--- config.mk ---
export PLATFORM = sky130hd
export DESIGN_NAME = pcie_dbg_top
export DESIGN_NICKNAME = d
export VERILOG_FILES = /design/src/source/pcie_dbg_pkg.sv /design/src/source/pcie_dbg_top.sv /design/src/source/dbg_regs.sv /design/src/source/capture_buffer.sv /design/src/source/capture_counter.sv /design/src/source/apb_slave_fsm.sv
export VERILOG_INCLUDE_DIRS = /design/src /design/src/source
export SDC_FILE = /design/constraint.sdc
export NUM_CORES = 1
export LEC_CHECK = 0
export BUFFER_PORTS_ARGS = -buffer_cell sky130_fd_sc_hd__buf_2
export CAP_MARGIN = 20
export CORE_MARGIN = 5
export CORE_UTILIZATION = 40
export CTS_CLUSTER_DIAMETER = 150
export CTS_CLUSTER_SIZE = 24
export DETAILED_ROUTE_END_ITERATION = 10
export HOLD_SLACK_MARGIN = 0.05
export PLACE_DENSITY_LB_ADDON = 0.3
export SYNTH_ARGS = -nofsm -noshare
export SYNTH_HDL_FRONTEND = slang
export SYNTH_SLANG_ARGS = --single-unit
--- constraint.sdc ---
create_clock -name i_clk -period 7.4 [get_ports i_clk]
set_input_delay 0 -clock i_clk [delete_from_list [all_inputs] [get_ports i_clk]]
set_output_delay 0 -clock i_clk [all_outputs]
set_load 0.02 [all_outputs]
--- src/source/pcie_dbg_defs.svh ---
//##########################################################################
// PCIe debug block widths and register map
//##########################################################################

`ifndef PCIE_DBG_DEFS_SVH
`define PCIE_DBG_DEFS_SVH

// Bus widths
`define PCIE_DBG_ADDR_W      12
`define PCIE_DBG_DATA_W      32

// Capture buffer geometry
`define PCIE_DBG_CAP_W       64
`define PCIE_DBG_CAP_DEPTH   16
`define PCIE_DBG_IDX_W       4     // log2 of depth

// Register word offsets
`define PCIE_DBG_OFS_STATE   12'h000  // DMA engine state
`define PCIE_DBG_OFS_ID      12'h004  // Completer ID
`define PCIE_DBG_OFS_COUNT   12'h008  // Capture count, write clears

// Buffer window 0x80..0xFF, low half at +0, high half at +4
`define PCIE_DBG_BUF_BASE    12'h080

`endif // PCIE_DBG_DEFS_SVH
--- src/source/pcie_dbg_pkg.sv ---
//##########################################################################
// PCIe debug block types
//##########################################################################

`include "pcie_dbg_defs.svh"

package pcie_dbg_pkg;

    // Plain vectors
    typedef logic [`PCIE_DBG_ADDR_W-1:0] apb_addr_t;
    typedef logic [`PCIE_DBG_DATA_W-1:0] apb_data_t;
    typedef logic [`PCIE_DBG_CAP_W-1:0]  cap_data_t;
    typedef logic [`PCIE_DBG_IDX_W-1:0]  cap_idx_t;     // Slot index and count
    typedef logic [3:0]                  dma_state_t;   // Brief engine state
    typedef logic [15:0]                 completer_id_t; // Bus, device, function

    // APB master to slave
    typedef struct packed {
        logic      psel;
        logic      penable;
        logic      pwrite;
        apb_addr_t paddr;
        apb_data_t pwdata;
    } apb_in_t;

    // APB slave to master
    typedef struct packed {
        logic      pready;
        apb_data_t prdata;
        logic      pslverr;
    } apb_out_t;

    // One-cycle request from FSM to decoder
    typedef struct packed {
        logic      valid;
        apb_addr_t addr;
        logic      write;
        apb_data_t wdata;
    } bus_req_t;

    // Registered answer, one cycle after request
    typedef struct packed {
        logic      valid;
        apb_data_t rdata;
        logic      err;
    } bus_resp_t;

    // Debug capture strobe from DMA side
    typedef struct packed {
        logic      valid;
        cap_data_t data;
    } dbg_req_t;

    // APB slave states
    typedef enum logic [1:0] {
        ST_IDLE,   // Waiting for setup phase
        ST_REQ,    // Request strobe out
        ST_WAIT    // Response back, PREADY high
    } apb_state_e;

endpackage

--- src/source/pcie_dbg_top.sv ---
//##########################################################################
// PCIe DMA debug and status block
//##########################################################################

module pcie_dbg_top (
    input  logic                        i_clk,
    input  logic                        i_nrst,
    input  pcie_dbg_pkg::apb_in_t       i_apb,
    output pcie_dbg_pkg::apb_out_t      o_apb,
    input  pcie_dbg_pkg::dbg_req_t      i_dbg,          // Capture strobe and payload
    input  pcie_dbg_pkg::dma_state_t    i_dma_state,
    input  pcie_dbg_pkg::completer_id_t i_completer_id
);
    import pcie_dbg_pkg::*;

    bus_req_t  bus_req;
    bus_resp_t bus_resp;
    cap_idx_t  cap_idx;    // Write pointer and count
    cap_idx_t  rd_idx;
    cap_data_t rd_data;
    logic      cnt_clr;

    // APB front end
    apb_slave_fsm u_apb_slave_fsm (
        .i_clk  (i_clk),
        .i_nrst (i_nrst),
        .i_apb  (i_apb),
        .o_apb  (o_apb),
        .o_req  (bus_req),
        .i_resp (bus_resp)
    );

    capture_counter u_capture_counter (
        .i_clk  (i_clk),
        .i_nrst (i_nrst),
        .i_inc  (i_dbg.valid),
        .i_clr  (cnt_clr),
        .o_idx  (cap_idx)
    );

    // Captures land at the counter's slot
    capture_buffer u_capture_buffer (
        .i_clk     (i_clk),
        .i_wr      (i_dbg.valid),
        .i_wr_idx  (cap_idx),
        .i_wr_data (i_dbg.data),
        .i_rd_idx  (rd_idx),
        .o_rd_data (rd_data)
    );

    dbg_regs u_dbg_regs (
        .i_clk          (i_clk),
        .i_nrst         (i_nrst),
        .i_req          (bus_req),
        .o_resp         (bus_resp),
        .i_dma_state    (i_dma_state),
        .i_completer_id (i_completer_id),
        .i_count        (cap_idx),
        .o_cnt_clr      (cnt_clr),
        .o_rd_idx       (rd_idx),
        .i_rd_data      (rd_data)
    );

endmodule

--- src/source/dbg_regs.sv ---
//##########################################################################
// Debug register map decoder
//##########################################################################

`include "pcie_dbg_defs.svh"

module dbg_regs (
    input  logic                        i_clk,
    input  logic                        i_nrst,
    input  pcie_dbg_pkg::bus_req_t      i_req,
    output pcie_dbg_pkg::bus_resp_t     o_resp,
    input  pcie_dbg_pkg::dma_state_t    i_dma_state,
    input  pcie_dbg_pkg::completer_id_t i_completer_id,
    input  pcie_dbg_pkg::cap_idx_t      i_count,
    output logic                        o_cnt_clr,
    output pcie_dbg_pkg::cap_idx_t      o_rd_idx,
    input  pcie_dbg_pkg::cap_data_t     i_rd_data
);
    import pcie_dbg_pkg::*;

    localparam apb_addr_t OFS_STATE = `PCIE_DBG_OFS_STATE;
    localparam apb_addr_t OFS_ID    = `PCIE_DBG_OFS_ID;
    localparam apb_addr_t OFS_COUNT = `PCIE_DBG_OFS_COUNT;
    localparam apb_addr_t BUF_BASE  = `PCIE_DBG_BUF_BASE;

    logic      hit_state;
    logic      hit_id;
    logic      hit_count;
    logic      hit_buf;
    apb_data_t rdata_d;
    logic      err_d;

    // Word decode, byte lanes ignored
    assign hit_state = (i_req.addr[11:2] == OFS_STATE[11:2]);
    assign hit_id    = (i_req.addr[11:2] == OFS_ID[11:2]);
    assign hit_count = (i_req.addr[11:2] == OFS_COUNT[11:2]);
    assign hit_buf   = (i_req.addr[11:7] == BUF_BASE[11:7]);  // 0x80..0xFF

    // Entry select, 8 bytes per slot
    assign o_rd_idx = i_req.addr[6:3];

    // Only the count register is writable
    assign o_cnt_clr = i_req.valid & i_req.write & hit_count;

    always_comb begin
        rdata_d = '0;
        err_d   = 1'b0;
        if (i_req.write) begin
            err_d = ~hit_count;      // Clear needs no data back
        end else if (hit_state) begin
            rdata_d = apb_data_t'(i_dma_state);
        end else if (hit_id) begin
            rdata_d = apb_data_t'(i_completer_id);
        end else if (hit_count) begin
            rdata_d = apb_data_t'(i_count);   // Pre-edge value
        end else if (hit_buf) begin
            // Address bit 2 picks the half
            rdata_d = i_req.addr[2] ? i_rd_data[63:32] : i_rd_data[31:0];
        end else begin
            err_d = 1'b1;            // Unmapped
        end
    end

    // Answer lands one cycle after the strobe
    always_ff @(posedge i_clk or negedge i_nrst) begin
        if (!i_nrst) begin
            o_resp <= '0;
        end else begin
            o_resp.valid <= i_req.valid;
            o_resp.rdata <= rdata_d;
            o_resp.err   <= i_req.valid & err_d;
        end
    end

endmodule

--- src/source/capture_buffer.sv ---
//##########################################################################
// Debug capture memory
//##########################################################################

`include "pcie_dbg_defs.svh"

module capture_buffer (
    input  logic                    i_clk,
    input  logic                    i_wr,
    input  pcie_dbg_pkg::cap_idx_t  i_wr_idx,
    input  pcie_dbg_pkg::cap_data_t i_wr_data,
    input  pcie_dbg_pkg::cap_idx_t  i_rd_idx,
    output pcie_dbg_pkg::cap_data_t o_rd_data
);
    import pcie_dbg_pkg::*;

    // Flop array, contents undefined until written
    cap_data_t mem [`PCIE_DBG_CAP_DEPTH];

    always_ff @(posedge i_clk) begin
        if (i_wr) begin
            mem[i_wr_idx] <= i_wr_data;   // Slot named by counter
        end
    end

    // Async read, same-cycle write not visible yet
    assign o_rd_data = mem[i_rd_idx];

endmodule

--- src/source/capture_counter.sv ---
//##########################################################################
// Capture index counter
//##########################################################################

module capture_counter (
    input  logic                   i_clk,
    input  logic                   i_nrst,
    input  logic                   i_inc,   // Debug strobe
    input  logic                   i_clr,   // Count register write
    output pcie_dbg_pkg::cap_idx_t o_idx
);
    import pcie_dbg_pkg::*;

    cap_idx_t cnt_q;

    // Wraps 15 -> 0 by width, clear wins over increment
    always_ff @(posedge i_clk or negedge i_nrst) begin
        if (!i_nrst) begin
            cnt_q <= '0;
        end else if (i_clr) begin
            cnt_q <= '0;
        end else if (i_inc) begin
            cnt_q <= cnt_q + cap_idx_t'(1);
        end
    end

    // Write pointer and count value
    assign o_idx = cnt_q;

endmodule

--- src/source/apb_slave_fsm.sv ---
//##########################################################################
// APB slave state machine
//##########################################################################

module apb_slave_fsm (
    input  logic                   i_clk,
    input  logic                   i_nrst,
    input  pcie_dbg_pkg::apb_in_t  i_apb,
    output pcie_dbg_pkg::apb_out_t o_apb,
    output pcie_dbg_pkg::bus_req_t o_req,
    input  pcie_dbg_pkg::bus_resp_t i_resp
);
    import pcie_dbg_pkg::*;

    apb_state_e state_q;
    apb_state_e state_d;
    apb_addr_t  addr_q;    // Latched in setup phase
    logic       write_q;
    apb_data_t  wdata_q;
    logic       setup;

    // Setup phase seen from idle
    assign setup = i_apb.psel & ~i_apb.penable;

    // Next state
    always_comb begin
        state_d = state_q;
        case (state_q)
            ST_IDLE: begin
                if (setup) begin
                    state_d = ST_REQ;
                end
            end
            ST_REQ:  state_d = ST_WAIT;   // Strobe lasts one cycle
            ST_WAIT: begin
                if (i_resp.valid) begin
                    state_d = ST_IDLE;    // Transfer done
                end
            end
            default: state_d = ST_IDLE;
        endcase
    end

    always_ff @(posedge i_clk or negedge i_nrst) begin
        if (!i_nrst) begin
            state_q <= ST_IDLE;
        end else begin
            state_q <= state_d;
        end
    end

    // Transfer payload held until the next setup
    always_ff @(posedge i_clk) begin
        if (state_q == ST_IDLE && setup) begin
            addr_q  <= i_apb.paddr;
            write_q <= i_apb.pwrite;
            wdata_q <= i_apb.pwdata;
        end
    end

    // Request toward decoder
    always_comb begin
        o_req.valid = (state_q == ST_REQ);
        o_req.addr  = addr_q;
        o_req.write = write_q;
        o_req.wdata = wdata_q;
    end

    // Response onto APB in the second access cycle
    always_comb begin
        o_apb.pready  = (state_q == ST_WAIT) & i_resp.valid;
        o_apb.prdata  = o_apb.pready ? i_resp.rdata : '0;
        o_apb.pslverr = o_apb.pready & i_resp.err;
    end

endmodule

==> impl_metrics.env <==
export IMPL_ff_latch_area_sq_um=32200
export IMPL_final_cells=3546
export IMPL_syn_to_final_growth_pct=11.9
export IMPL_start_kind="flop"
export IMPL_fin_worst_hold_slack_ns=0.104
export IMPL_finalSetupTns_ns=0
export IMPL_max_freq_mhz=265
export IMPL_crit_path_end_kind="flop"
export IMPL_core_area_sq_um=103000
export IMPL_cp_required_ns=7.93
export IMPL_rows=118
export IMPL_switching_share_pct=25.2
export IMPL_rsz0062_at_grt="no"
export IMPL_syn_nets=2021
export IMPL_p_sw_uw=3160
export IMPL_dpl_hpwl_mm=51.1
export IMPL_root_buffer="clkbuf_16"
export IMPL_drv_slew=0
export IMPL_worst_slew_pin_slew_ns=1.08
export IMPL_cts_sinks=1079
export IMPL_mostFrequentLayoutCells="edfxtp_1 (1035), mux4_2 (238), buf_2 (133)"
export IMPL_fin_crit_sh_pct=51.0
export IMPL_gp_routability_congestion=0.734
export IMPL_dp_cells=3343
export IMPL_slew_headroom_pct=27.7
export IMPL_cp_arrival_ns=4.30
export IMPL_r2r_slack_ns=3.63
export IMPL_postCtsHoldBufs=104
export IMPL_die_y_microns=332
export IMPL_htree_levels=2
export IMPL_yosys_warnings=0
export IMPL_finish_net_count=2259
export IMPL_hold_path_class="input port to flop"
export IMPL_fin_crit_ns=3.77
export IMPL_post_cts_buffers=0
export IMPL_grt_start_max_net_pins=123
export IMPL_mostFrequentLayoutCell="edfxtp_1"
export IMPL_drtIter0Drc=1919
export IMPL_ys_ff_latch=1079
export IMPL_ys_async_sr_fraction_pct=3.71
export IMPL_p_leak_uw=0.0150
export IMPL_num_io_pins=168
export IMPL_criticalPathCategory="flop to flop"
export IMPL_outcome="finished clean"
export IMPL_wirelength_mm=97.4
export IMPL_netlist_cell_type_count=52
export IMPL_drc=0
export IMPL_cts_repair_resized=0
export IMPL_place_ws_ns=3.91
export IMPL_p_comb_share_pct=15.4
export IMPL_clockPowerShare_pct=25.0
export IMPL_ir_worst_vdd_mv=0.208
export IMPL_internal_power_uw=9380
export IMPL_routed_via_density=5.50
export IMPL_synth_cells=1883
export IMPL_grt_pass1_wl_mm=142
export IMPL_dieArea_sq_um=110000
export IMPL_max_cap_viol_count=0
export IMPL_worst_slack_ns=3.63
export IMPL_grt_usage_pct=17.4
export IMPL_fin_worst_skew_ns=0.0273
export IMPL_syn_area_per_cell_sq_um=22.0
export IMPL_grt_pass1_vias=20600
export IMPL_antenna_found_initial=9
export IMPL_multi_input_area_sq_um=8760
export IMPL_nFillCells=8661
export IMPL_clk_latency_ns=0.64
export IMPL_ys_flop_type="edfxtp_1"
export IMPL_p_seq_share_pct=59.6
export IMPL_drt_first_pass_iters=5
export IMPL_cp_max_fo=122
export IMPL_start_util_pct=40.1
export IMPL_cts_max_path_buffers=3
export IMPL_layout_drive_gt1_share_pct=23.6
export IMPL_overflow=0
export IMPL_synth_edf_count=1035
export IMPL_setup_violations=0
export IMPL_drtAntennaViolNets=0
export IMPL_port_buffers=133
export IMPL_powerDensity_nw_per_um2=271
export IMPL_hold_viol=0
export IMPL_cts_tree="yes"
export IMPL_routedWlPerCell_microns=27.5
export IMPL_clk_pin_slew_ns=0.10
export IMPL_seq_area_frac_synth_pct=77.7
export IMPL_numCtsBuffers=50
export IMPL_die_w_microns=332
export IMPL_power_uw=12500
export IMPL_mappedNetlistArea_sq_um=41400
export IMPL_vias=19500
[cells in the mapped netlist, drive strengths merged (16+ instances only)]
cell type	instances	area [sq um]
a21o	17	128
mux4	238	5360
a211oi	16	120
and2	37	231
o211ai	19	143
nor2	27	101
a21oi	28	140
o22ai	17	106
clkbuf	40	150
edfxtp	1035	31100
mux2i	110	1100
nand2	55	206
a221oi	28	245
buf	63	439
dfrtp	40	1000
[flip-flops by register name, indices dropped and copies added (netlist names), named ones only]
| signal | flops |
|---|---|
| u_capture_buffer.mem | 1024 |
| u_dbg_regs.o_resp | 34 |
| u_apb_slave_fsm.addr_q | 10 |
| u_capture_counter.o_idx | 4 |
| u_apb_slave_fsm.state_q | 2 |
| u_apb_slave_fsm.write_q | 1 |
[cells by family (layout without fill, tap and decap cells)]
kind of cell             after synthesis  after routing  share of synthesized area, %
adder cells (fa/ha/maj)                4              4                         0.121
XOR/XNOR                               3              3                        0.0635
AND/OR/NAND/NOR                      176            176                          2.21
AO/OA/AOI/OAI                        157            157                          2.67
flip-flops                          1079           1079                          77.7
buffers and inverters                110            388                          1.49
multiplexers                         354            354                          15.8
other                                  0              5                             0
[path summary, 6_finish.rpt]
path	endpoint	cells past startpoint	startpoint
min in group asynchronous	u_dbg_regs.o_resp[0]	4	i_nrst
max reg2reg	u_dbg_regs.o_resp[2]	6	flop
min	u_apb_slave_fsm.addr_q[7]	2	i_apb[39]
min reg2reg	u_apb_slave_fsm.state_q[1]	1	u_dbg_regs.o_resp[33]
max	u_dbg_regs.o_resp[2]	6	flop
max in group asynchronous	u_dbg_regs.o_resp[17]	4	i_nrst
[critical path: stages, from the launching register on]
cell and delay [ns]:
dfxtp_4 0.93, buf_12 0.58, mux4_2 0.42, mux4_2 0.51
a211oi_1 0.27, nor3_1 0.09, dlygate4sd3_1 0.56
[metrics by stage]
| step | instance area [sq um] | util (%) |
|---|---|---|
| 2_1_floorplan | 41400 | - |
| 6_report | 46300 | 44.9 |
| 3_5_place_dp | 43800 | 42.4 |
| 4_1_cts | 46300 | 44.8 |
| 5_1_grt | 46300 | 44.9 |
| 3_3_place_gp | 43800 | 42.4 |
[metal layers]
layer	track usage, %	up-vias	wire (microns)
met2	30.1	572	49800
met4	3.35	6	1900
li1	-	8307	-
met5	0	-	36
met1	23.8	10500	40500
met3	2.47	117	5130
[power by group through the flow]
| stage | clock network, uW | registers, uW | logic [uW] |
|---|---|---|---|
| final | 3130 | 7470 | 1930 |
| after floorplan | 0 | 7570 | 1270 |
| after detailed placement | 0 | 7620 | 1920 |
| after global placement | 0 | 7580 | 1880 |
| after global routing | 3450 | 7520 | 2070 |
| after CTS | 3230 | 7480 | 1970 |
[area by class of cell]
| class | instances | area share, % |
|---|---|---|
| Inverter | 7 | 0.0621 |
| Timing Repair Buffer | 289 | 4.69 |
| Antenna cell | 5 | 0.0270 |
| Clock buffer | 90 | 3.07 |
| Multi-Input combinational cell | 694 | 18.9 |
| Clock inverter | 2 | 0.0702 |
| Sequential cell | 1079 | 69.4 |
| Tap cell | 1380 | 3.73 |
Power figures use the tool's default switching activity.
